===== src/hdl/rx_link_pkg.sv =====
// Receive link package
// Link codes, sizes, parser states and the structs that are
// shared along the 16-bit link receive path

package rx_link_pkg;

    ////////////////////////////////////////////////////////////
    // Link codes
    ////////////////////////////////////////////////////////////

    // D5.6 high byte, K28.5 low byte
    localparam logic [15:0] SYNC_WORD = 16'hC5BC;
    // K28.2 high byte, K27.7 low byte
    localparam logic [15:0] SOF_WORD  = 16'h5CFB;
    localparam logic [31:0] HEAD_FLAG = 32'hEB90_E116;
    // Sent with both K flags when the link drops
    localparam logic [15:0] LOSS_WORD = 16'hFFFF;

    ////////////////////////////////////////////////////////////
    // Sizes and limits
    ////////////////////////////////////////////////////////////

    localparam int ADDR_W       = 32;
    localparam int BYTES_W      = 16;
    localparam int DMA_W        = 64;
    localparam int FIFO_DEPTH   = 512;
    localparam int FIFO_AW      = $clog2(FIFO_DEPTH);
    localparam int LINK_HOLDOFF = 1024;
    localparam int HOLDOFF_W    = $clog2(LINK_HOLDOFF);

    // Parser states, one link word per cycle
    typedef enum logic [3:0] {
        IDLE, SYNC, HEAD, TYPE, LINE, LENGTH, DATA, CHECK, END1, END2
    } rx_state_e;

    typedef struct packed {
        logic        k_msb;
        logic        k_lsb;
        logic [15:0] data;
    } lane_word_t;

    // Type word layout: [14] file end, [13:12] channel,
    // [11:8] data type, [7:0] line number bits 23..16
    typedef struct packed {
        logic               file_end;
        logic [1:0]         channel;
        logic [3:0]         data_type;
        logic [23:0]        line_num;
        logic [BYTES_W-1:0] byte_len;
        logic               csum_err;
    } frame_info_t;

    typedef struct packed {
        logic [ADDR_W-1:0]  addr;
        logic [BYTES_W-1:0] byte_cnt;
    } dma_cmd_t;

endpackage

===== src/hdl/rx_link_monitor.sv =====
`timescale 1ns/1ps
// Link-loss monitor
// Reports a loss word with a single pulse, then ignores further
// loss words for a hold-off window of LINK_HOLDOFF cycles

module rx_link_monitor import rx_link_pkg::*; (
    input  logic       clk,
    input  logic       i_rst,
    input  lane_word_t i_lane,
    input  logic       i_detect_en,
    output logic       o_link_loss
);

    logic                 is_loss;
    logic                 holdoff;
    logic [HOLDOFF_W-1:0] hold_cnt;

    assign is_loss = i_lane.k_msb & i_lane.k_lsb & (i_lane.data == LOSS_WORD);

    always_ff @(posedge clk) begin
        if (i_rst) begin
            o_link_loss <= 1'b0;
            holdoff     <= 1'b0;
            hold_cnt    <= '0;
        end else if (!i_detect_en) begin
            // Disabling detection also ends any hold-off
            o_link_loss <= 1'b0;
            holdoff     <= 1'b0;
            hold_cnt    <= '0;
        end else begin
            o_link_loss <= is_loss & ~holdoff;
            if (is_loss & ~holdoff) begin
                holdoff  <= 1'b1;
                hold_cnt <= '0;
            end else if (holdoff) begin
                if (hold_cnt == HOLDOFF_W'(LINK_HOLDOFF - 1)) begin
                    holdoff <= 1'b0;
                end
                hold_cnt <= hold_cnt + 1'b1;
            end
        end
    end

endmodule


===== config.mk =====
export PLATFORM = sky130hd
export DESIGN_NAME = rx_link_monitor
export DESIGN_NICKNAME = d
export VERILOG_FILES = /design/src/hdl/rx_link_pkg.sv /design/src/hdl/rx_link_monitor.sv
export SDC_FILE = /design/constraint.sdc
export NUM_CORES = 1
export LEC_CHECK = 0
export BUFFER_PORTS_ARGS = -buffer_cell sky130_fd_sc_hd__buf_4
export CAP_MARGIN = 20
export CORE_UTILIZATION = 25
export DETAILED_ROUTE_END_ITERATION = 12
export SLEW_MARGIN = 20
export SYNTH_ARGS = -nofsm -noshare
export SYNTH_HDL_FRONTEND = slang
export SYNTH_SLANG_ARGS = --single-unit

===== constraint.sdc =====
create_clock -name clk -period 2.3 [get_ports clk]
set_input_delay 0.46 -clock clk [delete_from_list [all_inputs] [get_ports clk]]
set_output_delay 0.46 -clock clk [all_outputs]
set_load 0.005 [all_outputs]

# Yosys cells after proc, flatten, opt, wreduce, memory -nomap -nowiden
# Cells that the tools add are included.
dict set report totals {
  ff_bits 12
  inputBits 21
}
dict set report classes {
  add_sub_neg 1
  eq_ne 2
  muxes 3
  n_bitwise 5
  n_reduce_logical 2
}
# cell n
set ops {}
lappend ops {{$eq 16x16->1 const B} 1}
lappend ops {{$add 10x1->10 const B} 1}
lappend ops {{$eq 10x10->1 const B} 1}
lappend ops {{$and 1x1->1} 3}
lappend ops {{$mux 1} 3}
lappend ops {{$reduce_or 3->1} 1}
lappend ops {{$not 1->1} 2}
lappend ops {{$reduce_or 2->1} 1}

# Depth between registers and ports, before layout
dict set report logic_depth {
  ltp_word 4
  ltp_mapped 6
  mapped_depth_nobuf 5
}

# Worst setup path after synthesis
# Ideal clock, no wire load.
dict set report synth_timing {
  path_kind {reg2reg}
  startpoint {register hold_cnt[0]}
  endpoint {register hold_cnt[8]}
  arrival_time_ns 1.256
  t_required_ns 2.185
  setup_slack_ns 0.929
  path_stages_with_launch 6
  cell_sequence {dfxtp_1 > ha_1 > and3_4 > or3b_1 > xor2_1 > nor2_2}
}
dict set report synth_between {
  elab_chain_cells 1
}
# element line
set synth_rtl {}
lappend synth_rtl {{start: declaration} rx_link_monitor.sv:16} ;# logic [HOLDOFF_W-1:0] hold_cnt;
lappend synth_rtl {{start signal: assignment} rx_link_monitor.sv:39} ;# hold_cnt <= hold_cnt + 1'b1;
lappend synth_rtl {{$add 10x1->10} rx_link_monitor.sv:39}
# No other way between the ends.
# A chain may end at the register's enable or synchronous reset.

# Worst setup path in the final report
dict set report layout_timing {
  startpoint {register holdoff}
  endpoint {register hold_cnt[4]}
}
dict set report layout_between {
  elab_chain_cells 3
}
# element line
set layout_rtl {}
lappend layout_rtl {{start: declaration} rx_link_monitor.sv:15} ;# logic holdoff;
lappend layout_rtl {{start signal: assignment} rx_link_monitor.sv:23} ;# holdoff <= 1'b0;
lappend layout_rtl {{start signal: assignment} rx_link_monitor.sv:28} ;# holdoff <= 1'b0;
lappend layout_rtl {{start signal: assignment} rx_link_monitor.sv:33} ;# holdoff <= 1'b1;
lappend layout_rtl {{$not 1->1} rx_link_monitor.sv:32} ;# if (is_loss & ~holdoff) begin
lappend layout_rtl {{$and 1x1->1} rx_link_monitor.sv:32}
lappend layout_rtl {{$reduce_or 3->1 (no source line)} --}
# Several ways; a longest one is shown, not always the timed one.

==> flow_metrics.tcl <==
set metrics [dict create \
    outcome "complete, no violations" \
    avgRoutedWirePerCell_um 10.94 \
    peakVddDrop_uv 188.9 \
    die-area_sq_mm 0.002409 \
    cts.repair.resized 0 \
    synth_seq_area_share_pct 43.34 \
    pin_count 22 \
    drt_first_pass_iters 4 \
    syn_area_sq_um 554.3 \
    synth-seq-cells 12 \
    setup_violations 0 \
    critical_path.max_fanout 10 \
    synth.area.top_cells "dfxtp_1, nor2_1, nand4_1" \
    layoutNonFillerInstCount 109 \
    cts_setup_buffers 0 \
    yosys.area.top_type_share_pct 43.34 \
    period_minus_slack_ns 1.467 \
    required_ns 2.45 \
    fillers 218 \
    min_path_type "primary input to register" \
    seq_area_sq_um 240.2 \
    skew_ns 0.0003472 \
    worst_pin_slew_ns 0.3631 \
    r2r_cells 4 \
    reg2reg_setup_slack_ns 0.83 \
    antenna_found_initial 0 \
    totalWireLength_mm 1.193 \
    ys_types 22 \
    numCtsBuffers 3 \
    rsz0062_at_grt "no" \
    r2r_start "holdoff" \
    drive_gt1_share_pct 32.93 \
    end_kind "register" \
    clock_path_buffers 2 \
    synth_area_leader_cell "dfxtp_1" \
    crit_type "register to register" \
    synth_nets 82 \
    remaining_drc_errors 0 \
    placed_cells 106 \
    vias 479 \
    antenna_cells 0 \
    fin_setup_tns_ns 0 \
    core_area_sq_mm 0.002022 \
    drt_iter0_markers 4 \
    fp.dieW_um 49.09 \
    core.rowCount 16 \
    max_freq_ghz 0.6815 \
    htreeDepth 1 \
    grt_max_degree 11 \
    final_nets 106 \
    post-route-period-util_pct 63.79 \
    grt_pass1_vias 496 \
    die_y_um 49.09 \
    track_usage_pct 11.67 \
    power.leakage_nw 0.2737 \
    cp.arrival_ns 1.62 \
    slew_viol_final 0 \
    crit_end "hold_cnt[4]" \
    synthArstFlopShare_pct 0 \
    cts.sinks 12 \
    route.antenna.remaining_nets 0 \
    clockRootBuffer "clkbuf_4" \
    syn_inst 60 \
    overflow 0 \
    grt_pass1_wl_mm 2.056 \
    synth_edf_count 0 \
    via_per_inst 4.394 \
    r2r_end "hold_cnt[4]" \
    clock_latency_ns 0.27 \
    gp_congestion 0.7280 \
    cts_tree "yes" \
    io_buffers 21 \
    postCtsHoldBufs 0 \
    multiInputGateArea_sq_um 291.5 \
    p_per_area_mw_per_mm2 494.1 \
    start_util_pct 27.41 \
    hold_violations 0 \
    synthToLayoutAreaGrowth_pct 35.21 \
    ys.flop_type "dfxtp_1" \
    crit_path_start_kind "register" \
    cp-startpoint "holdoff" \
    yosysWarningCount 0 \
    avgSynthCellArea_sq_um 9.238 \
    maxCapViolCount 0 \
    slew_headroom_pct 75.79 \
    dp_hpwl_um 927.1 \
    clk_pin_slew_ns 0.07 \
]
## Yosys cell counts (4+ instances only)
library cell,count
nor2_1,12
xnor2_1,4
xor2_1,5
nand4_1,7
dfxtp_1,12
nand2_1,4
## worst max-delay path: stages (launching register included)
cell	delay (ns)
dfxtp_1	0.38
nand4b_1	0.22
nor4_2	0.20
a41o_1	0.45
nor2_1	0.10
## worst min path at each step
stage | cells past startpoint | slack, ns | end | startpoint
3_3_place_gp | 2 | 0.50 | hold_cnt[1] | hold_cnt[1]
6_report | 3 | 0.47 | o_link_loss | i_lane[12]
5_1_grt | 3 | 0.48 | o_link_loss | i_lane[12]
4_1_cts | 3 | 0.47 | o_link_loss | i_lane[12]
3_5_place_dp | 2 | 0.51 | hold_cnt[6] | hold_cnt[6]
2_1_floorplan | 2 | 0.48 | hold_cnt[6] | hold_cnt[6]
## state kept, by name (all words and copies together) (netlist names)
signal / count
o_link_loss: 1
hold_cnt: 10
holdoff: 1
## per-stage QoR
stage          hold slack, ns  cell area [sq um]  worst slack [ns]  power (mW)  utilization [%]
2_1_floorplan          0.4792              554.3            0.9293      0.2189                -
3_3_place_gp           0.5009              726.9            0.6573      0.2444            35.95
3_5_place_dp           0.5080              726.9            0.6369      0.2451            35.95
4_1_cts                0.4673              749.5            0.8114      0.3750            37.07
5_1_grt                0.4780              749.5            0.7156      0.3870            37.07
6_report               0.4738              749.5            0.8327      0.3703            37.07
## metal layers
layer,vias up,wire [um],global-route usage [%]
li1,252,-,-
met1,222,499,12.29
met2,3,649,18.49
met3,2,17,2.804
met4,0,27,11.76
met5,-,0,0
## area by class of cell
class / instances / share of cell area (%)
inverter: 1 / 0.5008
sequential: 12 / 32.05
clock buffer: 3 / 3.005
timing repair buffer: 21 / 21.04
tap: 27 / 4.508
multi-input combinational: 45 / 38.90
## power breakdown
group | internal, mW | switching, mW
combinational | 0.0231 | 0.00957
clock | 0.0605 | 0.0697
sequential | 0.207 | 0.000000118
total | 0.291 | 0.0792
## layout by cell type (no fill, tap or decap), drive strengths merged
master and count:
buf 21, nor2 13, dfxtp 12, nand4 7, xor2 5, xnor2 4, nand2 4, clkbuf 3
nand4b 1, nor4 1, nand2b 1, a41o 1, and3 1, nand3 1, o31ai 1, a21oi 1
nor3 1, mux2i 1, inv 1, or3b 1, ha 1
## cell families after synthesis
| group | Yosys count | synth area share, % |
|---|---|---|
| adder cells (fa/ha/maj) | 1 | 2.257 |
| XOR/XNOR | 9 | 14.22 |
| buffers and inverters | 3 | 4.063 |
| AO/OA/AOI/OAI | 3 | 4.063 |
| AND/OR/NAND/NOR | 31 | 30.25 |
| flip-flops | 12 | 43.34 |
| multiplexers | 1 | 1.806 |
Note: power is estimated with default switching activity, not from simulation.
