File: src/hdl/rx_link_pkg.sv
// Receive link package
// Link codes, sizes, parser states and the structs that are
// shared along the 16-bit link receive path

package rx_link_pkg;

    ////////////////////////////////////////////////////////////
    // Link codes
    ////////////////////////////////////////////////////////////

    // D5.6 high byte, K28.5 low byte
    localparam logic [15:0] SYNC_WORD = 16'hC5BC;
    // K28.2 high byte, K27.7 low byte
    localparam logic [15:0] SOF_WORD  = 16'h5CFB;
    localparam logic [31:0] HEAD_FLAG = 32'hEB90_E116;
    // Sent with both K flags when the link drops
    localparam logic [15:0] LOSS_WORD = 16'hFFFF;

    ////////////////////////////////////////////////////////////
    // Sizes and limits
    ////////////////////////////////////////////////////////////

    localparam int ADDR_W       = 32;
    localparam int BYTES_W      = 16;
    localparam int DMA_W        = 64;
    localparam int FIFO_DEPTH   = 512;
    localparam int FIFO_AW      = $clog2(FIFO_DEPTH);
    localparam int LINK_HOLDOFF = 1024;
    localparam int HOLDOFF_W    = $clog2(LINK_HOLDOFF);

    // Parser states, one link word per cycle
    typedef enum logic [3:0] {
        IDLE, SYNC, HEAD, TYPE, LINE, LENGTH, DATA, CHECK, END1, END2
    } rx_state_e;

    typedef struct packed {
        logic        k_msb;
        logic        k_lsb;
        logic [15:0] data;
    } lane_word_t;

    // Type word layout: [14] file end, [13:12] channel,
    // [11:8] data type, [7:0] line number bits 23..16
    typedef struct packed {
        logic               file_end;
        logic [1:0]         channel;
        logic [3:0]         data_type;
        logic [23:0]        line_num;
        logic [BYTES_W-1:0] byte_len;
        logic               csum_err;
    } frame_info_t;

    typedef struct packed {
        logic [ADDR_W-1:0]  addr;
        logic [BYTES_W-1:0] byte_cnt;
    } dma_cmd_t;

endpackage
File: src/hdl/rx_word_packer.sv
`timescale 1ns/1ps
// Payload word packer
// Collects four 16-bit payload words into one 64-bit DMA word,
// first word in the low lane, and flushes a zero-padded partial
// word at the end of each frame

module rx_word_packer import rx_link_pkg::*; (
    input  logic             clk,
    input  logic             i_rst,
    input  logic             i_word_valid,
    input  logic [15:0]      i_word,
    input  logic             i_frame_end,
    output logic             o_wr_en,
    output logic [DMA_W-1:0] o_wr_data
);

    logic [1:0]       lane;
    logic [DMA_W-1:0] pack;
    logic [DMA_W-1:0] fill_mask;

    // Keeps only the lanes already filled
    always_comb begin
        case (lane)
            2'd1:    fill_mask = 64'h0000_0000_0000_FFFF;
            2'd2:    fill_mask = 64'h0000_0000_FFFF_FFFF;
            2'd3:    fill_mask = 64'h0000_FFFF_FFFF_FFFF;
            default: fill_mask = '0;
        endcase
    end

    ////////////////////////////////////////////////////////////
    // Lane position and write strobe
    ////////////////////////////////////////////////////////////

    always_ff @(posedge clk) begin
        if (i_rst) begin
            lane    <= 2'd0;
            o_wr_en <= 1'b0;
        end else begin
            o_wr_en <= 1'b0;
            if (i_word_valid) begin
                lane    <= lane + 2'd1;
                o_wr_en <= (lane == 2'd3);
            end else if (i_frame_end) begin
                // Flush only when something is left over
                lane    <= 2'd0;
                o_wr_en <= (lane != 2'd0);
            end
        end
    end

    ////////////////////////////////////////////////////////////
    // Word assembly
    ////////////////////////////////////////////////////////////

    always_ff @(posedge clk) begin
        if (i_word_valid) begin
            pack[{lane, 4'b0000} +: 16] <= i_word;
            // Fourth word completes the beat directly
            o_wr_data <= {i_word, pack[DMA_W-17:0]};
        end else if (i_frame_end) begin
            o_wr_data <= pack & fill_mask;
        end
    end

endmodule

File: config.mk
export PLATFORM = sky130hd
export DESIGN_NAME = rx_word_packer
export DESIGN_NICKNAME = d
export VERILOG_FILES = /design/src/hdl/rx_link_pkg.sv /design/src/hdl/rx_word_packer.sv
export SDC_FILE = /design/constraint.sdc
export NUM_CORES = 1
export LEC_CHECK = 0
export ABC_AREA = 1
export BUFFER_PORTS_ARGS = -buffer_cell sky130_fd_sc_hd__buf_2
export CORE_MARGIN = 3
export CORE_UTILIZATION = 25
export CTS_CLUSTER_SIZE = 10
export DETAILED_ROUTE_END_ITERATION = 8
export SYNTH_ARGS = -nofsm -noshare
export SYNTH_HDL_FRONTEND = slang
export SYNTH_SLANG_ARGS = --single-unit
export TNS_END_PERCENT = 20
File: constraint.sdc
create_clock -name clk -period 2.3 [get_ports clk]
set_input_delay 0.46 -clock clk [delete_from_list [all_inputs] [get_ports clk]]
set_output_delay 0.46 -clock clk [all_outputs]
set_load 0.02 [all_outputs]
Word level (Yosys, flattened, before mapping)

Index checks and enable logic that the tools add are counted.

Bits in registers: 131
Input bits: 20
Output and inout port bits: 65
Word-level logic and storage cells: 22

Add/subtract/negate cells: 2
Eq/ne operators: 3
Shift-type cells: 2
Mux-type cells: 8
Bitwise gates (word level): 1
Reductions and logical operators: 2

Operators with widths:

| cell                                                                     | number |
|---|---|
| 48-bit case mux with 3 select lines                                      | 1 |
| 64-bit two-way mux                                                       | 2 |
| 64-bit AND                                                               | 1 |
| 64-bit bitwise mux                                                       | 1 |
| 16-bit by 8-bit variable shift with 64-bit output (first input constant) | 1 |
| 16-bit by 8-bit variable part select with 64-bit output                  | 1 |
| 6-bit negator with 8-bit output                                          | 1 |
| 2-bit == test (second input constant)                                    | 2 |
| 2-bit two-way mux                                                        | 2 |
| 2-bit nonzero test                                                       | 2 |
| 2-bit by 1-bit adder with 2-bit output (second input constant)           | 1 |
| 2-bit by 1-bit == test with 1-bit output (second input constant)         | 1 |
| 1-bit two-way mux                                                        | 2 |

Logic depth before layout (Yosys ltp)

Depth after elaboration: 5
Gate-level depth with buffers: 7
Mapped depth without buffers: 6

Worst setup path before layout

OpenSTA, ideal clock, no wires.

Path type: input-to-reg
Start point: input i_word_valid
End point: register o_wr_data[0], enable pin
Arrival: 1.770 ns
Data required time: 1.881 ns
Setup slack: 0.110 ns
Stages: 2
Path through: nor2_1 inv_1

Cells in the longest elaborated chain, start to end: 1

Ends and longest elaborated chain:

| element                      | line                 | RTL |
|---|---|---|
| start: declaration           | rx_word_packer.sv:10 | `input logic i_word_valid,` |
| 2-bit nonzero test (no line) | --                   |  |
| end signal: assignment       | rx_word_packer.sv:60 | `o_wr_data <= {i_word, pack[DMA_W-17:0]};` |
| end signal: assignment       | rx_word_packer.sv:62 | `o_wr_data <= pack & fill_mask;` |
| end: declaration             | rx_word_packer.sv:14 | `output logic [DMA_W-1:0] o_wr_data` |

Every way passes these cells.
A chain may end at the register's enable or synchronous reset.

Worst setup path in the final report

Start point: register lane[0]
End point: register pack[6], data pin

Cells in the longest elaborated chain, start to end: 3

Ends and longest elaborated chain:

| element                                                                                                                             | line                 | RTL |
|---|---|---|
| start: declaration                                                                                                                  | rx_word_packer.sv:17 | `logic [1:0] lane;` |
| start signal: assignment                                                                                                            | rx_word_packer.sv:42 | `lane <= lane + 2'd1;` |
| 6-bit negator with 8-bit output (*)                                                                                                 | rx_word_packer.sv:58 | `pack[{lane, 4'b0000} +: 16] <= i_word;` |
| 16-bit by 8-bit variable part select with 64-bit output / 16-bit by 8-bit variable shift with 64-bit output (equally long branches) | rx_word_packer.sv:58 |  |
| 64-bit bitwise mux (*)                                                                                                              | rx_word_packer.sv:58 |  |
| end signal: indexed assignment                                                                                                      | rx_word_packer.sv:58 |  |
| end: declaration                                                                                                                    | rx_word_packer.sv:18 | `logic [DMA_W-1:0] pack;` |

Mark *: on every way between the ends. The rest lies on a longest branch, timed or not.

==> impl_metrics.xml <==
<?xml version="1.0" encoding="UTF-8"?>
<metrics>
  <group name="worst_setup_path">
    <metric name="critical_path_required" unit="ps">2430</metric>
    <metric name="timing.critical_path.cells" unit="">inv_1, ha_1, or2_1, nor3_1</metric>
    <metric name="critPathSlowestCell" unit="">or2_1</metric>
    <metric name="worst-setup-path-type" unit="">reg -&gt; reg</metric>
    <metric name="cp_data_arrival_time" unit="ps">2140</metric>
    <metric name="timing.critical_path.buf_inv" unit="">1</metric>
    <metric name="critical_path.top_delay_family" unit="">simple AND/OR/NAND/NOR gates</metric>
    <metric name="critical_path_peak_fanout" unit="">16</metric>
    <metric name="start_kind" unit="">register</metric>
    <metric name="crit_path_end_kind" unit="">register</metric>
    <metric name="max_stage_delay" unit="ps">620</metric>
  </group>
  <group name="yosys">
    <metric name="synth_compound_area_share" unit="%">0.440</metric>
    <metric name="synth_top_family_by_area" unit="">simple AND/OR/NAND/NOR gates</metric>
    <metric name="yosys_warnings" unit="">0</metric>
    <metric name="synth_sequential_area_ratio" unit="%">75.2</metric>
    <metric name="mappedNetlistArea" unit="sq um">4550</metric>
    <metric name="synthCells" unit="">373</metric>
    <metric name="synthMuxAreaShare" unit="%">0</metric>
    <metric name="synth-xor-area-share" unit="%">0</metric>
    <metric name="ys_ff_latch" unit="">115</metric>
    <metric name="synthSimpleGateAreaFrac" unit="%">13.8</metric>
    <metric name="syn_area_per_cell" unit="sq um">12.2</metric>
    <metric name="syn_nets" unit="">399</metric>
    <metric name="post_synth_fa_ha_maj_area_fraction" unit="%">1.65</metric>
    <metric name="synth.distinct_cells" unit="">18</metric>
  </group>
  <group name="pwr">
    <metric name="leakagePower" unit="nW">2.68</metric>
    <metric name="peakVddDrop" unit="mV">0.507</metric>
    <metric name="power_density" unit="nW/um^2">977</metric>
  </group>
  <group name="placement">
    <metric name="place.gp.congestion" unit="">0.807</metric>
    <metric name="io_buffer_count" unit="">84</metric>
    <metric name="dp_hpwl" unit="mm">6.90</metric>
    <metric name="place_worst_setup_slack" unit="ps">291</metric>
  </group>
  <group name="layout">
    <metric name="leading_cell_type_in_the_layout_fill_and_taps_excluded" unit="">edfxtp_1</metric>
    <metric name="postLayoutCoreUtil" unit="%">33.3</metric>
    <metric name="layout-drive-gt1-share" unit="%">27.9</metric>
    <metric name="seq_area" unit="sq um">3420</metric>
    <metric name="finalNetCount" unit="">494</metric>
    <metric name="area.growth.synth_to_final" unit="%">28.4</metric>
    <metric name="multi_input_combinational_cell_area" unit="sq um">724</metric>
    <metric name="final_cell_mix" unit="">edfxtp_1 (112), inv_1 (87), nor2_1 (84), buf_2 (84), nand2_1 (40)</metric>
    <metric name="n_fill_cell" unit="">1799</metric>
    <metric name="n_antenna_cell" unit="">0</metric>
  </group>
  <group name="sta">
    <metric name="fin_worst_hold_slack" unit="ps">242</metric>
    <metric name="final.setup.tns" unit="ps">0</metric>
    <metric name="highest_achievable_clock_rate" unit="MHz">497</metric>
    <metric name="finalMaxSlewViolations" unit="">0</metric>
    <metric name="setup_slack" unit="ps">290</metric>
    <metric name="fin_crit_sh" unit="%">87.4</metric>
    <metric name="setup_repair_after_global_routing_missed_its_margin" unit="">no</metric>
    <metric name="fin_skew" unit="ps">6.53</metric>
    <metric name="setup_viol" unit="">0</metric>
    <metric name="hold_viol" unit="">0</metric>
    <metric name="slew_headroom" unit="%">49.7</metric>
    <metric name="max_slew.worst_pin.slew" unit="ps">754</metric>
    <metric name="period_minus_slack" unit="ps">2010</metric>
  </group>
  <group name="clocking">
    <metric name="numCtsBuffers" unit="">17</metric>
    <metric name="cts.root.buffer_cell" unit="">clkbuf_16</metric>
    <metric name="clk_pin_slew" unit="ps">60</metric>
    <metric name="cts_tree" unit="">done</metric>
    <metric name="post_cts.resized_instances" unit="">0</metric>
    <metric name="postCtsSetupBuffers" unit="">0</metric>
    <metric name="h-tree-depth" unit="">4</metric>
    <metric name="cts.sink_count" unit="">115</metric>
    <metric name="postCtsHoldBufs" unit="">0</metric>
    <metric name="clk_path_buf_depth" unit="">2</metric>
    <metric name="clkLatencyLatePin" unit="ps">410</metric>
  </group>
  <group name="global_routing">
    <metric name="grt_pass1_wl" unit="mm">14.8</metric>
    <metric name="grt_pass1_vias" unit="">2848</metric>
    <metric name="total_gr_overflow" unit="">0</metric>
    <metric name="antenna_violations_before_repair" unit="">0</metric>
    <metric name="grt_max_degree" unit="">34</metric>
    <metric name="all_layer_gr_usage" unit="%">9.86</metric>
  </group>
  <group name="routing">
    <metric name="drt_drc_violations_left" unit="">0</metric>
    <metric name="antenna_violating_nets_post_route" unit="">0</metric>
    <metric name="first_pass_iters" unit="">4</metric>
    <metric name="route.detailed.vias_per_inst" unit="">3.96</metric>
    <metric name="wl_per_cell" unit="microns">13.4</metric>
    <metric name="drt_iter0_drc" unit="">193</metric>
    <metric name="drt-total-wl" unit="mm">9.46</metric>
    <metric name="num_vias" unit="">2794</metric>
  </group>
  <group name="die">
    <metric name="die_height" unit="microns">141</metric>
    <metric name="ios" unit="">85</metric>
    <metric name="die_width" unit="microns">141</metric>
    <metric name="die_ar" unit="sq um">19900</metric>
    <metric name="rows" unit="">48</metric>
    <metric name="core" unit="sq um">17500</metric>
    <metric name="initial_utilization" unit="%">25.9</metric>
  </group>
  <group name="job">
    <metric name="max_cap_viol_count" unit="">0</metric>
  </group>
  <group name="outcome">
    <metric name="outcome" unit="">finished clean</metric>
  </group>
  <group name="min_path">
    <metric name="hp-class" unit="">in -&gt; reg</metric>
  </group>
</metrics>
logic make-up after synthesis:
kind of cell    Yosys count
simple gates            146
flops                   115
buf+inv                 102
compound gates            4
fa+ha+maj                 6
final cells by class:
cell class | instances | share of cell area (%)
well taps | 225 | 4.82
clock buffers | 17 | 7.28
clock inverters | 15 | 3.08
flip-flops and latches | 115 | 58.6
multi-input cells | 156 | 12.4
repair buffers | 87 | 8.01
inverters | 91 | 5.84
metal layers:
layer / GRT usage [%] / vias up / routed length, microns / share of wire [%]
li1: - / 1363 / - / -
met1: 12.1 / 1336 / 4020 / 42
met2: 15.5 / 83 / 4620 / 49
met3: 4.21 / 12 / 720 / 7.6
met4: 3.62 / 0 / 102 / 1.1
met5: 0 / - / 0 / 0
worst register-to-register path, cell delays in order, from the launching register on:
cell and delay [ps]:
dfxtp_1 460, inv_1 160, ha_1 390, or2_1 620, nor3_1 100
metrics by stage:
stage / cells / instance area, sq um / power, mW
6_report: 706 / 5840 / 5.71
5_1_grt: 706 / 5840 / 5.94
4_1_cts: 706 / 5840 / 5.78
3_5_place_dp: 674 / 5240 / 3.12
3_3_place_gp: 674 / 5240 / 3.11
2_1_floorplan: 373 / 4550 / 2.92
where the power goes:
group / internal [mW] / switching [mW] / total, mW
Combinational: 0.146 / 0.397 / 0.543
Sequential: 2.48 / 0.0433 / 2.52
Clock: 1.71 / 0.940 / 2.65
Total: 4.33 / 1.38 / 5.71
flip-flops by register name, indices dropped and copies added, names as in the netlist:
| name | count |
|---|---|
| lane | 2 |
| o_wr_data | 64 |
| pack | 48 |
| o_wr_en | 1 |
synthesized netlist by cell type, drive strengths merged:
library cell	number	share of area [%]
ha	6	1.6
clkbuf	2	0.17
buf	9	1.2
dfxtp	3	1.3
nor3	16	2.9
nand3	3	0.33
nand2	42	3.6
a21oi	2	0.22
edfxtp	112	74
o21ai	2	0.22
or2	1	0.14
nor2	84	6.9
inv	91	7.5
worst paths after layout:
| check | endpoint | slack, ps | cells after the start | from |
|---|---|---|---|---|
| max | pack[6]$_DFFE_PP_ | 290 | 4 | lane[0]$_SDFFE_PP0P_ |
| max reg2reg | pack[6]$_DFFE_PP_ | 290 | 4 | lane[0]$_SDFFE_PP0P_ |
| min reg2reg | lane[1]$_SDFFE_PP0P_ | 530 | 2 | lane[1]$_SDFFE_PP0P_ |
| min | lane[1]$_SDFFE_PP0P_ | 240 | 2 | i_rst |
Power figures use the tool's default switching activity.
