===== src/hdl/rx_link_pkg.sv =====
// Receive link package
// Link codes, sizes, parser states and the structs that are
// shared along the 16-bit link receive path

package rx_link_pkg;

    ////////////////////////////////////////////////////////////
    // Link codes
    ////////////////////////////////////////////////////////////

    // D5.6 high byte, K28.5 low byte
    localparam logic [15:0] SYNC_WORD = 16'hC5BC;
    // K28.2 high byte, K27.7 low byte
    localparam logic [15:0] SOF_WORD  = 16'h5CFB;
    localparam logic [31:0] HEAD_FLAG = 32'hEB90_E116;
    // Sent with both K flags when the link drops
    localparam logic [15:0] LOSS_WORD = 16'hFFFF;

    ////////////////////////////////////////////////////////////
    // Sizes and limits
    ////////////////////////////////////////////////////////////

    localparam int ADDR_W       = 32;
    localparam int BYTES_W      = 16;
    localparam int DMA_W        = 64;
    localparam int FIFO_DEPTH   = 512;
    localparam int FIFO_AW      = $clog2(FIFO_DEPTH);
    localparam int LINK_HOLDOFF = 1024;
    localparam int HOLDOFF_W    = $clog2(LINK_HOLDOFF);

    // Parser states, one link word per cycle
    typedef enum logic [3:0] {
        IDLE, SYNC, HEAD, TYPE, LINE, LENGTH, DATA, CHECK, END1, END2
    } rx_state_e;

    typedef struct packed {
        logic        k_msb;
        logic        k_lsb;
        logic [15:0] data;
    } lane_word_t;

    // Type word layout: [14] file end, [13:12] channel,
    // [11:8] data type, [7:0] line number bits 23..16
    typedef struct packed {
        logic               file_end;
        logic [1:0]         channel;
        logic [3:0]         data_type;
        logic [23:0]        line_num;
        logic [BYTES_W-1:0] byte_len;
        logic               csum_err;
    } frame_info_t;

    typedef struct packed {
        logic [ADDR_W-1:0]  addr;
        logic [BYTES_W-1:0] byte_cnt;
    } dma_cmd_t;

endpackage

===== src/hdl/rx_frame_parser.sv =====
`timescale 1ns/1ps
// Receive frame parser
// Finds sync, start-of-frame and the 32-bit head flag, captures
// the type, line and length words, strobes the payload words out
// and checks the 16-bit running checksum at the end of the frame

module rx_frame_parser import rx_link_pkg::*; (
    input  logic               clk,
    input  logic               i_rst,
    input  lane_word_t         i_lane,
    output logic               o_word_valid,
    output logic [15:0]        o_word,
    output logic               o_len_valid,
    output logic [BYTES_W-1:0] o_len,
    output logic               o_frame_end,
    output logic               o_frame_done,
    output frame_info_t        o_info
);

    rx_state_e          state;
    rx_state_e          state_nxt;
    logic [15:0]        prev_data;
    logic               head_half;
    logic [BYTES_W-2:0] data_cnt;
    logic [15:0]        csum;
    frame_info_t        hdr;
    logic               is_sync;
    logic               is_sof;
    logic               last_data;

    assign is_sync   = ~i_lane.k_msb & i_lane.k_lsb & (i_lane.data == SYNC_WORD);
    assign is_sof    = i_lane.k_msb & i_lane.k_lsb & (i_lane.data == SOF_WORD);
    // Length is in bytes, two bytes per link word
    assign last_data = (data_cnt == hdr.byte_len[BYTES_W-1:1] - 1'b1);

    ////////////////////////////////////////////////////////////
    // State machine
    ////////////////////////////////////////////////////////////

    always_comb begin
        state_nxt = state;
        case (state)
            IDLE: begin
                if (is_sync) begin
                    state_nxt = SYNC;
                end
            end
            SYNC: begin
                // Repeated sync idles keep us waiting for SOF
                if (is_sof) begin
                    state_nxt = HEAD;
                end else if (!is_sync) begin
                    state_nxt = IDLE;
                end
            end
            HEAD: begin
                // Second flag word: compare the full 32 bits
                if (head_half) begin
                    if ({prev_data, i_lane.data} == HEAD_FLAG) begin
                        state_nxt = TYPE;
                    end else begin
                        state_nxt = IDLE;
                    end
                end
            end
            TYPE:   state_nxt = LINE;
            LINE:   state_nxt = LENGTH;
            LENGTH: state_nxt = DATA;
            DATA: begin
                if (last_data) begin
                    state_nxt = CHECK;
                end
            end
            CHECK:   state_nxt = END1;
            END1:    state_nxt = END2;
            default: state_nxt = IDLE;
        endcase
    end

    always_ff @(posedge clk) begin
        if (i_rst) begin
            state        <= IDLE;
            head_half    <= 1'b0;
            data_cnt     <= '0;
            o_word_valid <= 1'b0;
            o_len_valid  <= 1'b0;
            o_frame_end  <= 1'b0;
            o_frame_done <= 1'b0;
        end else begin
            state        <= state_nxt;
            head_half    <= (state == HEAD) & ~head_half;
            data_cnt     <= (state == DATA) ? data_cnt + 1'b1 : '0;
            o_word_valid <= (state == DATA);
            o_len_valid  <= (state == LENGTH);
            o_frame_end  <= (state == END1);
            o_frame_done <= (state == CHECK);
        end
    end

    ////////////////////////////////////////////////////////////
    // Header capture and checksum
    ////////////////////////////////////////////////////////////

    always_ff @(posedge clk) begin
        prev_data <= i_lane.data;
        o_word    <= i_lane.data;
        o_len     <= i_lane.data;

        case (state)
            TYPE: begin
                hdr.file_end            <= i_lane.data[14];
                hdr.channel             <= i_lane.data[13:12];
                hdr.data_type           <= i_lane.data[11:8];
                hdr.line_num[23:16]     <= i_lane.data[7:0];
                hdr.csum_err            <= 1'b0;
            end
            LINE:   hdr.line_num[15:0] <= i_lane.data;
            LENGTH: hdr.byte_len       <= i_lane.data;
            CHECK: begin
                // Result held until the next frame completes
                o_info          <= hdr;
                o_info.csum_err <= (csum != i_lane.data);
            end
            default: ;
        endcase

        // Sum covers type word through the last payload word
        if (state inside {TYPE, LINE, LENGTH, DATA}) begin
            csum <= csum + i_lane.data;
        end else begin
            csum <= '0;
        end
    end

endmodule


===== config.mk =====
export PLATFORM = sky130hd
export DESIGN_NAME = rx_frame_parser
export DESIGN_NICKNAME = d
export VERILOG_FILES = /design/src/hdl/rx_link_pkg.sv /design/src/hdl/rx_frame_parser.sv
export SDC_FILE = /design/constraint.sdc
export NUM_CORES = 1
export LEC_CHECK = 0
export BUFFER_PORTS_ARGS = -buffer_cell sky130_fd_sc_hd__buf_4
export CORE_MARGIN = 2
export CORE_UTILIZATION = 40
export CTS_CLUSTER_DIAMETER = 100
export DETAILED_ROUTE_END_ITERATION = 10
export RECOVER_POWER = 25
export SYNTH_ARGS = -nofsm -noshare
export SYNTH_HDL_FRONTEND = slang
export SYNTH_SLANG_ARGS = --single-unit

===== constraint.sdc =====
create_clock -name clk -period 4.22 [get_ports clk]
set_input_delay 0.211 -clock clk [delete_from_list [all_inputs] [get_ports clk]]
set_output_delay 0.211 -clock clk [all_outputs]
set_load 0.01 [all_outputs]

# ---- Word level (Yosys, flattened, before mapping)
# Index checks and enable logic that the tools add are counted.
dict set report word_totals {
  ff_bits 151
  latchBits 0
  mem_bits_rw 0
  rom_bits 0
  in_bits 20
  out_inout_bits 84
  wordCells 60
  memories 0
}
dict set report op_classes {
  add_sub_neg 3
  mul 0
  div 0
  order_cmp 0
  n_eq_ne 17
  shifts 0
  n_mux 7
  n_bitwise 8
  n_reduce_logical 4
}
# cell n
set ops {}
lappend ops {{$pmux 4 s9} 1}
lappend ops {{$eq 32x32->1 const B} 1}
lappend ops {{$mux 4} 5}
lappend ops {{$add 16x16->16} 1}
lappend ops {{$eq 16x15->1 const B} 1}
lappend ops {{$eq 16x16->1 const B} 1}
lappend ops {{$eq 4x3->1 const B} 4}
lappend ops {{$ne 16x16->1} 1}
lappend ops {{$add 15x1->15 const B} 1}
lappend ops {{$eq 15x15->1} 1}
lappend ops {{$sub 15x1->15 const B} 1}
lappend ops {{$eq 4x2->1 const B} 2}
lappend ops {{$ne 2x2->1 const B} 3}
lappend ops {{$and 1x1->1} 5}
lappend ops {{$eq 4x1->1 const B} 1}
lappend ops {{$eq 4x4->1 const B} 1}
lappend ops {{$logic_not 4->1} 1}
lappend ops {{$reduce_and 4->1} 1}
lappend ops {{$reduce_bool 4->1} 1}
lappend ops {{$ne 3x3->1 const B} 1}
lappend ops {{$not 1->1} 3}
lappend ops {{$mux 2} 1}
lappend ops {{$reduce_or 2->1} 1}

# ---- Logic depth before layout (Yosys ltp)
dict set report depth {
  ltp_word 6
  mapped_depth 9
  ltp_nobuf 9
}

# ---- Worst setup path after synthesis
# No wires, ideal clock.
dict set report synth_path {
  path_type {reg-to-reg}
  from {register state[1]}
  to {register o_info[0] (netlist bit), enable pin}
  setup_ns 0.455
  arrival_ns 2.729
  required_ns 3.765
  path_slack_ns 1.036
  path_stages_with_launch 4
  n_path_buf 1
  period_less_slack_ns 3.184
  path_cell_list {dfxtp_1 clkbuf_1 nand2_1 nor2_1}
}
dict set report synth_via {
  elab_chain_cells 1
}
# item line
set synth_lines {}
lappend synth_lines {{start, declared} rx_frame_parser.sv:20} ;# rx_state_e state;
lappend synth_lines {{start signal, assigned} rx_frame_parser.sv:90} ;# state <= state_nxt;
lappend synth_lines {{$eq 4x3->1} rx_frame_parser.sv:109} ;# case (state)
lappend synth_lines {{end signal, assigned} rx_frame_parser.sv:121} ;# o_info <= hdr;
lappend synth_lines {{end, declared} rx_frame_parser.sv:17} ;# output frame_info_t o_info
# No other way between the ends.
# A chain may end at the register's enable or synchronous reset.

# ---- Final worst setup path
dict set report layout_path {
  from {input i_lane[1] (netlist bit)}
  to {register csum[15]}
}
dict set report layout_via {
  elab_chain_cells 1
}
# item line
set layout_lines {}
lappend layout_lines {{start, declared} rx_frame_parser.sv:10} ;# input lane_word_t i_lane,
lappend layout_lines {{$add 16x16->16} rx_frame_parser.sv:129} ;# csum <= csum + i_lane.data;
lappend layout_lines {{end signal, assigned} rx_frame_parser.sv:129}
lappend layout_lines {{end, declared} rx_frame_parser.sv:25} ;# logic [15:0] csum;
# No other way between the ends.

==> flow_metrics.py <==
metrics = {
    "min_path": {
        "hold_path_class": "in -> reg",
        "whs_path_depth": 2,
    },
    "detailed_routing": {
        "via_per_inst": 5.07,
        "drt_wl_total_mm": 13.5,
        "dr.pass1.iters": 5,
        "antenna_left": 0,
        "post_drt_wl_per_cell_um": 17.0,
        "drt_iter0_drc": 311,
        "vias": 4013,
        "drc": 0,
    },
    "timing": {
        "finalClockSkew_ns": 0.00858,
        "worst_slew_pin_slew_ns": 0.954,
        "finalHoldViolCount": 0,
        "setup_ws_ns": 1.65,
        "holdWs_ns": 0.0408,
        "period_needed_ns": 2.57,
        "tns_ns": 0,
        "min_period_over_period_pct": 60.9,
        "final-setup-viol-count": 0,
        "max_freq_mhz": 389,
        "drv_slew": 0,
        "slew_headroom_pct": 36.2,
        "rsz0062_at_grt": "no",
    },
    "synth": {
        "ys_types": 57,
        "yosysTopAreaCell": "edfxtp_1",
        "synthesis.nets": 516,
        "synthCells": 478,
        "ys.flop_type": "edfxtp_1",
        "synth_area_leaders": "edfxtp_1, dfxtp_1, ha_1",
        "async_flop_share_pct": 0,
        "synthMuxAreaShare_pct": 0.489,
        "syn-mean-instance-area_um2": 12.8,
        "synth_compound_area_share_pct": 7.50,
        "yosys.area_share.simple_pct": 14.3,
        "synth_area_um2": 6140,
        "synth_seq_cells": 151,
        "synth_top_family_by_area": "simple AND/OR/NAND/NOR gates",
        "seq_area_frac_synth_pct": 64.7,
        "ys.warnings.count": 0,
        "synth_top_area_share_pct": 46.5,
        "yosys.area_share.adder_pct": 3.79,
        "synth_xor_xnor_area_share_pct": 5.56,
        "synth_edf_count": 95,
    },
    "place": {
        "port_buffers": 103,
        "post-place-ws_ns": 1.72,
        "gp_congestion": 0.847,
        "hpwl_mm": 9.36,
    },
    "clocking": {
        "clk_path_buf_depth": 2,
        "postCtsSetupRepairBufs": 0,
        "clock-root-buffer": "clkbuf_16",
        "cts_tree": "built",
        "clock_sinks": 151,
        "insertion_delay_ns": 0.41,
        "clk_pin_slew_worst_paths_ns": 0.06,
        "htree_levels": 4,
        "cts_buffers": 17,
        "cts_resized": 0,
    },
    "global_routing": {
        "gr-total-overflow": 0,
        "grt_first_pass_wirelength_mm": 21.2,
        "globalRouteTotalUtil_pct": 17.1,
        "grt_pass1_vias": 4061,
        "antenna_found_initial": 0,
        "grt_max_degree": 34,
    },
    "pwr": {
        "swShare_pct": 20.5,
        "p_sw_mw": 0.644,
        "peakVddDrop_mv": 0.281,
        "seq_power_share_pct": 50.0,
        "p_leak_nw": 2.87,
        "p_int_mw": 2.50,
        "p_clk_share_pct": 46.6,
        "p_per_area_nw_per_um2": 410,
        "p_comb_share_pct": 3.3,
    },
    "run_status": {
        "status": "finished clean",
    },
    "floorplan": {
        "io_pins": 104,
        "floorplan.initialDensity_pct": 40.7,
        "core_area_um2": 15100,
        "die_h_um": 128,
        "dieArea_um2": 16400,
        "rows": 45,
        "die_w_um": 128,
    },
    "setup_path": {
        "crit_path_start_kind": "input pin",
        "reg2reg_depth": 8,
        "cp.arrival_ns": 2.91,
        "critPathMaxFanout": 8,
        "end_kind": "register",
        "cp.required_ns": 4.56,
        "path_class": "in -> reg",
    },
    "job": {
        "maxCapViolCount": 0,
    },
    "finish": {
        "layout_commonest_cell": "edfxtp_1",
        "final_core_util_pct": 50.9,
        "diodes": 0,
        "drive_gt1_share_pct": 21.7,
        "area_delta_synth_final_pct": 25.2,
        "final_cell_mix": "edfxtp_1, buf_4, dfxtp_1",
        "fin_nets": 629,
    },
}
routing by layer:
layer / part of all wire [%] / track usage [%] / vias to the layer above / wire length, um
met4: 0.52 / 5.69 / 0 / 70
met5: 0 / 0 / - / 0
met2: 49 / 28.0 / 105 / 6540
li1: - / - / 1971 / -
met3: 4.9 / 4.80 / 6 / 655
met1: 46 / 21.9 / 1931 / 6200
critical path, cell delays in order:
cell	delay (ns)
dlygate4sd3_1	0.52
clkbuf_1	0.38
ha_1	0.34
a211oi_1	0.39
o21a_1	0.22
o21a_1	0.21
o31ai_1	0.13
a41oi_1	0.29
mux2i_1	0.21
flip-flops by register name, summed over array words and instances (netlist names):
name / flops
csum: 16
state: 4
o_word_valid: 1
prev_data: 16
o_frame_done: 1
o_info: 48
hdr: 47
o_len_valid: 1
data_cnt: 15
head_half: 1
o_frame_end: 1
through the flow:
stage / total power [mW] / std cells / instance area, um^2
CTS: 3.19 / 792 / 7750
global placement: 1.71 / 744 / 7010
floorplan: 1.65 / 478 / 6140
detailed placement: 1.71 / 744 / 7010
finish: 3.15 / 792 / 7690
global route: 3.25 / 792 / 7690
synth_stat cells (all sizes together), types with 5 or more instances:
| cell type | n |
|---|---|
| or3 | 9 |
| xor2 | 17 |
| nand2 | 16 |
| nor2b | 6 |
| o21ai | 11 |
| nor4 | 10 |
| nor4b | 5 |
| nor2 | 49 |
| clkbuf | 11 |
| dfxtp | 56 |
| a21oi | 16 |
| nor3 | 18 |
| inv | 13 |
| a21o | 5 |
| buf | 17 |
| o21a | 5 |
| xnor2 | 22 |
| edfxtp | 95 |
| nand3 | 7 |
| ha | 17 |
| or2 | 5 |
| and3 | 5 |
final timing paths:
path | end | from | slack, ns
max reg2reg | state[0] | hdr[2] | 1.68
min | state[3] | i_rst | 0.04
min reg2reg | o_info[25] | hdr[25] | 0.41
max | csum[15] | i_lane[1] | 1.65
area by class of cell:
type	count	area, um^2
flip-flops and latches	151	3970
fillers	1320	7400
multi-input cells	286	1960
clock buffers	21	450
repair buffers	122	896
well taps	188	235
inverters	13	48.8
clock inverters	11	125
power groups by stage:
stage / clock [mW] / sequential (mW) / combinational [mW]
floorplan: 0 / 1.61 / 0.0428
CTS: 1.50 / 1.57 / 0.114
global placement: 0 / 1.60 / 0.101
detailed placement: 0 / 1.61 / 0.102
global route: 1.56 / 1.57 / 0.115
finish: 1.47 / 1.57 / 0.105
timing repair:
item                                   in CTS  in global routing
hold buffers                               16                  0
endpoints found under the hold margin      16                  0
setup endpoints to repair                   0                  0
cells by family after synthesis:
| logic type | count (synthesis) |
|---|---|
| AOI/OAI and AO/OA | 65 |
| xor gates and xnor gates | 39 |
| adders and majority gates | 18 |
| buffers and inverters | 41 |
| DFF | 151 |
| muxes | 3 |
| and+or+nand+nor | 161 |
(Power assumes the default switching activity.)
