`src/hdl/rx_link_pkg.sv`:
```
// Receive link package
// Link codes, sizes, parser states and the structs that are
// shared along the 16-bit link receive path

package rx_link_pkg;

    ////////////////////////////////////////////////////////////
    // Link codes
    ////////////////////////////////////////////////////////////

    // D5.6 high byte, K28.5 low byte
    localparam logic [15:0] SYNC_WORD = 16'hC5BC;
    // K28.2 high byte, K27.7 low byte
    localparam logic [15:0] SOF_WORD  = 16'h5CFB;
    localparam logic [31:0] HEAD_FLAG = 32'hEB90_E116;
    // Sent with both K flags when the link drops
    localparam logic [15:0] LOSS_WORD = 16'hFFFF;

    ////////////////////////////////////////////////////////////
    // Sizes and limits
    ////////////////////////////////////////////////////////////

    localparam int ADDR_W       = 32;
    localparam int BYTES_W      = 16;
    localparam int DMA_W        = 64;
    localparam int FIFO_DEPTH   = 512;
    localparam int FIFO_AW      = $clog2(FIFO_DEPTH);
    localparam int LINK_HOLDOFF = 1024;
    localparam int HOLDOFF_W    = $clog2(LINK_HOLDOFF);

    // Parser states, one link word per cycle
    typedef enum logic [3:0] {
        IDLE, SYNC, HEAD, TYPE, LINE, LENGTH, DATA, CHECK, END1, END2
    } rx_state_e;

    typedef struct packed {
        logic        k_msb;
        logic        k_lsb;
        logic [15:0] data;
    } lane_word_t;

    // Type word layout: [14] file end, [13:12] channel,
    // [11:8] data type, [7:0] line number bits 23..16
    typedef struct packed {
        logic               file_end;
        logic [1:0]         channel;
        logic [3:0]         data_type;
        logic [23:0]        line_num;
        logic [BYTES_W-1:0] byte_len;
        logic               csum_err;
    } frame_info_t;

    typedef struct packed {
        logic [ADDR_W-1:0]  addr;
        logic [BYTES_W-1:0] byte_cnt;
    } dma_cmd_t;

endpackage
```
`src/hdl/rx_dma_cmd.sv`:
```
`timescale 1ns/1ps
// DMA write command generator
// Issues one write command per frame with the running address and
// the byte length rounded up to 8, then steps the address forward

module rx_dma_cmd import rx_link_pkg::*; (
    input  logic               clk,
    input  logic               i_rst,
    input  logic               i_rx_start,
    input  logic [ADDR_W-1:0]  i_base_addr,
    input  logic               i_len_valid,
    input  logic [BYTES_W-1:0] i_len,
    input  logic               i_frame_end,
    output logic               o_cmd_valid,
    output dma_cmd_t           o_cmd,
    input  logic               i_cmd_ready
);

    logic [ADDR_W-1:0]  addr;
    logic [BYTES_W-1:0] len_round;
    logic [BYTES_W-1:0] step;

    // DDR writes go in 8-byte units
    assign len_round = {i_len[BYTES_W-1:3] + {{(BYTES_W-4){1'b0}}, |i_len[2:0]}, 3'b000};

    always_ff @(posedge clk) begin
        if (i_rst) begin
            addr        <= '0;
            step        <= '0;
            o_cmd_valid <= 1'b0;
        end else begin
            if (i_len_valid) begin
                o_cmd_valid <= 1'b1;
                step        <= len_round;
            end else if (i_cmd_ready) begin
                o_cmd_valid <= 1'b0;
            end
            // Host start wins over the per-frame advance
            if (i_rx_start) begin
                addr <= i_base_addr;
            end else if (i_frame_end) begin
                addr <= addr + ADDR_W'(step);
            end
        end
    end

    // Command frozen at the length word so it holds while pending
    always_ff @(posedge clk) begin
        if (i_len_valid) begin
            o_cmd <= '{addr: addr, byte_cnt: len_round};
        end
    end

endmodule

```
`config.mk`:
```
export PLATFORM = sky130hd
export DESIGN_NAME = rx_dma_cmd
export DESIGN_NICKNAME = d
export VERILOG_FILES = /design/src/hdl/rx_link_pkg.sv /design/src/hdl/rx_dma_cmd.sv
export SDC_FILE = /design/constraint.sdc
export NUM_CORES = 1
export LEC_CHECK = 0
export BUFFER_PORTS_ARGS = -buffer_cell sky130_fd_sc_hd__buf_2
export CAP_MARGIN = 30
export CORE_ASPECT_RATIO = 2
export CORE_UTILIZATION = 45
export CTS_CLUSTER_DIAMETER = 200
export DETAILED_ROUTE_END_ITERATION = 6
export PLACE_DENSITY = 0.67
export RECOVER_POWER = 50
export SYNTH_ARGS = -nofsm -noshare
export SYNTH_HDL_FRONTEND = slang
export SYNTH_SLANG_ARGS = --single-unit
export TNS_END_PERCENT = 50
```
`constraint.sdc`:
```
create_clock -name clk -period 2.6 [get_ports clk]
set_input_delay 0.26 -clock clk [delete_from_list [all_inputs] [get_ports clk]]
set_output_delay 0.26 -clock clk [all_outputs]
set_load 0.005 [all_outputs]
```
### After elaboration in Yosys (flattened, before gate mapping)

Index checks and enable logic that the tools add are counted.

| storage, ports and cells | value |
|---|---|
| bits of input ports | 54 |
| flip-flop bits (word level) | 91 |
| output and inout bits | 49 |
| word-level logic and storage cells | 14 |

| cells by class | value |
|---|---|
| add/subtract/negate cells | 2 |
| reduce and logical (&&, ||, !) cells | 3 |
| muxes and demuxes | 4 |

Operators with widths:

| cell | count |
|---|---|
| $mux 32 | 2 |
| $add 32x16->32 | 1 |
| $add 13x1->13 | 1 |
| $reduce_bool 2->1 | 2 |
| $reduce_or 3->1 | 1 |
| $mux 1 | 2 |

### Depth between registers and ports, before layout

Gate-level depths: netlist of run 1.

| logic depth | value |
|---|---|
| depth after elaboration | 3 |
| depth in mapped cells | 8 |
| depth with buffers taken out | 8 |

### Worst setup path after synthesis of run 1

No wires, ideal clock.

| timing path | value |
|---|---|
| path kind | flip-flop to flip-flop |
| start | register addr[3] |
| end | register addr[23] |
| period minus slack after synthesis | 2.397 ns |
| buffers on the path | 0 |
| setup time | 0.091 ns |
| stages on the path, launching flop included | 9 |
| path slack | 0.203 ns |
| data arrival time | 2.306 ns |
| path through | dfxtp_1 ha_1 fa_1 a21o_1 a221oi_2 o21a_4 o21ai_0 a31o_2 a311oi_1 |

| on the way | value |
|---|---|
| cells in the longest elaborated chain, start to end | 3 |

RTL lines:

| element | RTL line | source |
|---|---|---|
| from (decl) | rx_dma_cmd.sv:19 | `logic [ADDR_W-1:0] addr;` |
| from (signal assigned) | rx_dma_cmd.sv:40 | `addr <= i_base_addr;` |
| from (signal assigned) | rx_dma_cmd.sv:42 | `addr <= addr + ADDR_W'(step);` |
| $add 32x16->32 | rx_dma_cmd.sv:42 |  |
| $mux 32 | rx_dma_cmd.sv:41 | `end else if (i_frame_end) begin` |
| $mux 32 | rx_dma_cmd.sv:39 | `if (i_rx_start) begin` |

No other way between the ends. The select of a mux whose other input is x is not followed.
A chain may end at the register's enable or synchronous reset.

### Final worst setup path of run 1

| timing path | value |
|---|---|
| start | register addr[3] |
| end | register addr[13] |

The elaborated chain is that of the path after synthesis.

==> impl_metrics.ini, run 1 <==
[flow_run]
maxCapViolations = 1

[sta]
maxSlewHeadroom = -0.1663
drv_slew = 31
tightestPinTransition_ns = 1.749
hold_viol_final = 0
grt_setup_unrepaired = yes
period_minus_slack_ns = 2.513
fmax_ghz = 0.3980
hold_ws_ns = 0.1554
setup_viol = 0
clock_skew_ns = 0.008829
period_share = 0.9664
final.setup.worst_slack_ns = 0.08729

[floorplan]
fp.dieH_um = 143.6
coreArea_mm2 = 0.009763
die-area_mm2 = 0.01046
start_util = 0.4621
fp.dieW_um = 72.81
pin_count = 103
rows = 51

[final_layout]
fin_nets = 618
synthToLayoutAreaGrowth_pct = 24.04
post-route-util = 0.5732
fill_cells = 868
drive_above_1_share = 0.2694
final_area_mm2 = 0.005597
antenna_cells = 0

[synthesis]
netlist_area_mm2 = 0.004512
syn_inst = 435
avgSynthCellArea_um2 = 10.37
synth_seq_area_share = 0.5036
async_flop_share = 0
synth-edff-count = 45
synth_seq_cells = 91
ys_types = 61
yosys_warnings = 0
ys_dominant_reg_cell = dfxtp_1

[cts]
clock_latency_ns = 0.34
cts.clk_slew.worst_paths_ns = 0.06
tritoncts = yes
clock_sinks = 91
root_buffer = clkbuf_16
cts_buffer_depth = 2
htree_levels = 3
cts_buffers = 9

[status]
violations = max-capacitance violations, max-slew violations
status = complete, but fails checks

[worst_setup_path]
critPathArrivalTime_ns = 2.76
r2r_slack_ns = 0.09
critical_path.max_fanout = 4
required_ns = 2.85
critPathLaunchType = flip-flop
worstSetupPathType = flip-flop to flip-flop
r2r_start = addr[3]$_SDFFE_PP0N_
r2r_cells = 9
worst_setup_path_end_kind = flip-flop
r2r-end = addr[13]$_SDFFE_PP0N_

[worst_hold_path]
hold_path_class = input pin to flip-flop
whs_path_depth = 3
hold_end = addr[3]$_SDFFE_PP0N_
worst_hold_startpoint = i_base_addr[3]

[route]
dr.pass1.iters = 4
wl_per_cell_um = 17.04
drtAntennaViolNets = 0
drc = 0
vias_per_cell = 5.536
num_vias = 3792
routed_wl_um = 11670
drtIter0Drc = 178

[placed_design]
dpl.hpwl_um = 8895
place_congestion = 0.8861
post-place-ws_ns = 0.06597
postPlaceCellArea_mm2 = 0.005238
numPortBuffers = 99

[global_routing]
grt_pass1_wl_um = 18230
grt_use_total = 0.2352
gr-total-overflow = 0
grt_max_degree = 31
grt_pass1_vias = 3765
antenna_found_initial = 0

[power]
power_uw = 3677
p_leak_uw = 0.002333
ir_drop_mv = 0.4241
powerDensity_mw_per_mm2 = 657.0
==> critical path, cell delays in order (launching register included) <==
cell      delay, ns
dfxtp_1        0.32
ha_1           0.23
fa_1           0.40
a21o_1         0.23
a221oi_2       0.21
buf_4          0.17
o211ai_1       0.12
o211ai_1       0.13
mux2_2         0.36
a311oi_1       0.26
==> layout by cell type, fill, tap and decap left out, types with 3 or more instances in the layout <==
cell / instances
conb_1: 3
xor2_1: 3
nand3_1: 16
mux2i_1: 18
and2_1: 3
nor4_1: 3
a311oi_1: 7
clkbuf_16: 9
o21a_1: 3
a21o_1: 9
ha_1: 15
nor3_1: 6
o211ai_1: 4
nand2_1: 32
buf_2: 98
clkbuf_1: 7
o21ai_0: 8
a211oi_1: 10
dfxtp_1: 46
mux2_2: 3
o21bai_1: 6
buf_4: 21
a31oi_1: 4
nand4_1: 9
or3_1: 7
or4_1: 3
o21ai_1: 3
bufinv_16: 3
nor2_1: 48
inv_1: 11
edfxtp_1: 45
xnor2_1: 17
and3_1: 4
a21oi_1: 31
==> flip-flops by register name (all words and copies together) (netlist names) <==
register,flops
step,13
o_cmd,45
o_cmd_valid,1
addr,32
==> where the power goes <==
group          switching (µW)  internal, µW
registers                62.5          1620
logic                     273           223
clock network             532           966
total                     868          2810
==> per-layer routing <==
metal	vias to the layer above	share of wire	GRT usage
li1	1856	-	-
met1	1784	0.36	0.2267
met2	111	0.57	0.4471
met3	41	0.034	0.04628
met4	0	0.041	0.1342
met5	-	0	0
==> worst max path at each step <==
stage,start,to,slack [ns]
finish,addr[3]$_SDFFE_PP0N_,addr[13]$_SDFFE_PP0N_,0.09
global route,addr[7]$_SDFFE_PP0N_,addr[18]$_SDFFE_PP0N_,-0.03
global placement,addr[3]$_SDFFE_PP0N_,addr[13]$_SDFFE_PP0N_,0.11
detailed placement,addr[3]$_SDFFE_PP0N_,addr[23]$_SDFFE_PP0N_,0.07
CTS,addr[3]$_SDFFE_PP0N_,addr[23]$_SDFFE_PP0N_,0.05
floorplan,addr[3]$_SDFFE_PP0N_,addr[23]$_SDFFE_PP0N_,0.20
==> per-stage QoR <==
step | setup TNS, ns | std cells
after global placement | 0 | 665
after global routing | -0.05345 | 685
final | 0 | 685
after floorplan | 0 | 437
after detailed placement | 0 | 665
after CTS | 0 | 681
==> timing repair <==
item / CTS / global route
buffers inserted: 0 / 4
hold buffers: 0 / 0
setup endpoints to repair: 0 / 7
resized for setup: 0 / 4
==> final cells by class <==
cell class                 instances  area, µm²  share of cell area
tap                              132      165.2             0.02951
timing repair buffer             124      666.9              0.1192
clock buffer                      12      246.5             0.04404
multi-input combinational        310       2103              0.3758
inverter                          12      45.04            0.008048
sequential                        91       2272              0.4060
clock inverter                     4      97.59             0.01744
==> synthesized netlist by cell type, types with 9 or more instances <==
cell       n  area (µm²)
nand4_1    9       56.30
o21ai_0   10       50.05
nor2_1    48       180.2
ha_1      15       187.7
a211oi_1  11       82.58
edfxtp_1  45        1351
clkbuf_1  13       48.80
nand3_1   16       80.08
xnor2_1   17       148.9
mux2i_1   18       180.2
a21o_1     9       67.56
dfxtp_1   46       920.9
a21oi_1   31       155.2
nand2_1   32       120.1
inv_1     11       41.29
==> kinds of logic (layout without fill, tap and decap cells) <==
group           count (synthesis)  after routing  synth area share
buf+inv                        36            152           0.03494
mux                            21             21           0.04742
other cells                     1              3         0.0008311
flops                          91             91            0.5036
xor+xnor                       20             20           0.03882
simple gates                  142            142            0.1528
compound gates                108            108            0.1755
fa+ha+maj                      16             16           0.04603
No activity file was read; power rests on OpenSTA's default activity.
==> run 2, diff against run 1 <==
PLACE_DENSITY = 0.75   (was 0.67)
==> impl_metrics.ini, run 2 (same netlist as run 1, synthesis figures left out) <==
[floorplan]
start_util = 0.4621
pin_count = 103
coreArea_mm2 = 0.009763
fp.dieW_um = 72.81
rows = 51
die-area_mm2 = 0.01046
fp.dieH_um = 143.6

[global_routing]
grt_pass1_wl_um = 17820
grt_max_degree = 61
grt_pass1_vias = 3734
antenna_found_initial = 0
grt_use_total = 0.2280
gr-total-overflow = 0

[cts]
clock_latency_ns = 0.34
postCtsHoldBufs = 0
clock_sinks = 91
htree_levels = 3
cts.clk_slew.worst_paths_ns = 0.06
root_buffer = clkbuf_16
tritoncts = yes
cts_buffer_depth = 2
cts_buffers = 9

[placed_design]
postPlaceCellArea_mm2 = 0.005200
numPortBuffers = 99
dpl.hpwl_um = 8420
place_congestion = 0.9227

[final_layout]
mostFrequentLayoutCells = buf_2, nor2_1, dfxtp_1
post-route-util = 0.5635
synthToLayoutAreaGrowth_pct = 21.94
fin_nets = 611
final_common_cell = buf_2
antenna_cells = 0
largest_reg_flops = 45
drive_above_1_share = 0.2637
reg_top3 = o_cmd (45), addr (32), step (13)
final_area_mm2 = 0.005502
multi_input_area_mm2 = 0.002112
ff_latch_area_mm2 = 0.002272
max_flop_register = o_cmd
fill_cells = 887

[worst_hold_path]
hold_end = addr[3]$_SDFFE_PP0N_
worst_hold_startpoint = i_base_addr[3]
hold_path_class = input pin to flip-flop
whs_path_depth = 3

[route]
drtAntennaViolNets = 0
wl_per_cell_um = 17.06
drc = 0
num_vias = 3811
dr.pass1.iters = 4
drtIter0Drc = 281
vias_per_cell = 5.621
routed_wl_um = 11560

[worst_setup_path]
r2r_start = addr[3]$_SDFFE_PP0N_
critical_path.max_fanout = 4
r2r_slack_ns = 0.12
critPathLaunch = addr[3]$_SDFFE_PP0N_
r2r_cells = 9
r2r-end = addr[23]$_SDFFE_PP0N_
worst_setup_path_end_kind = flip-flop
critPathArrivalTime_ns = 2.73
required_ns = 2.85
worstSetupPathType = flip-flop to flip-flop
critPathLaunchType = flip-flop

[power]
switching_power_uw = 839.9
ir_drop_mv = 0.3436
p_leak_uw = 0.002275
clkPwrFrac = 0.368
power_frac_comb = 0.142
powerDensity_mw_per_mm2 = 626.2
internal_power_uw = 2605
p_sw_frac = 0.2438
power_frac_seq = 0.490

[status]
status = complete, but fails checks
violations = max-capacitance violations, max-slew violations

[sta]
clock_skew_ns = 0.008713
grt_setup_unrepaired = no
fmax_ghz = 0.4035
drv_slew = 61
period_minus_slack_ns = 2.478
period_share = 0.9533
tightestPinTransition_ns = 1.565
hold_viol_final = 0
hold_ws_ns = 0.1565
maxSlewHeadroom = -0.04357
fin_setup_tns_ns = 0
setup_viol = 0

[flow_run]
maxCapViolations = 1
[run 2: cell count changes in the layout (fill, tap and decap cells not counted), sizes merged]
| cell | before | now |
|---|---|---|
| clkinvlp | 1 | 0 |
| clkinv | 0 | 2 |
| bufinv | 3 | 1 |
| buf | 119 | 112 |
| clkbuf | 17 | 18 |
[run 2: repair_timing]
item	in CTS	in global routing
setup buffers	0	2
gates resized for setup	0	5
endpoints found under the setup margin	0	7
[run 2: worst max path at each step]
stage                                       end  slack [ns]  cells after the start
after floorplan           addr[23]$_SDFFE_PP0N_        0.20                      8
after global routing      addr[18]$_SDFFE_PP0N_      0.0008                      7
after CTS                 addr[23]$_SDFFE_PP0N_        0.06                      9
final                     addr[23]$_SDFFE_PP0N_        0.12                      9
after global placement    addr[13]$_SDFFE_PP0N_        0.15                      9
after detailed placement  addr[18]$_SDFFE_PP0N_        0.08                      7
[run 2: area by class of cell]
| type | count | share of cell area |
|---|---|---|
| timing repair buffer | 117 | 0.1123 |
| multi-input combinational | 310 | 0.3839 |
| sequential | 91 | 0.4130 |
| tap | 132 | 0.03002 |
| clock buffer | 13 | 0.04549 |
| inverter | 12 | 0.008187 |
| clock inverter | 3 | 0.007050 |
[run 2: power groups by stage]
stage | Sequential (µW) | Clock (µW) | Combinational (µW)
after floorplan | 1700 | 0 | 284
after global placement | 1710 | 0 | 472
after detailed placement | 1720 | 0 | 483
after CTS | 1690 | 1290 | 487
after global routing | 1700 | 1340 | 539
final | 1690 | 1270 | 488
[run 2: worst max-delay path, stage by stage, from the launching register on]
cell and delay, ns:
dfxtp_1 0.32, ha_1 0.23, fa_2 0.36, a21o_1 0.21, a221oi_2 0.23, buf_4 0.18
o21a_4 0.16, o21ai_0 0.16, a31o_2 0.29, a311oi_2 0.24
[run 2: per-stage QoR]
| stage | setup WS, ns | power, µW | cells |
|---|---|---|---|
| floorplan | 0.2026 | 1986 | 437 |
| global placement | 0.1474 | 2183 | 660 |
| detailed placement | 0.08153 | 2199 | 660 |
| CTS | 0.05529 | 3462 | 676 |
| global route | 0.0008176 | 3574 | 678 |
| finish | 0.1215 | 3445 | 678 |
[run 2: per-layer routing]
layer / track usage / vias to the layer above / share of wire
met3: 0.04698 / 33 / 0.042
met5: 0 / - / 0
li1: - / 1840 / -
met2: 0.4181 / 134 / 0.55
met1: 0.2270 / 1804 / 0.36
met4: 0.1424 / 0 / 0.051
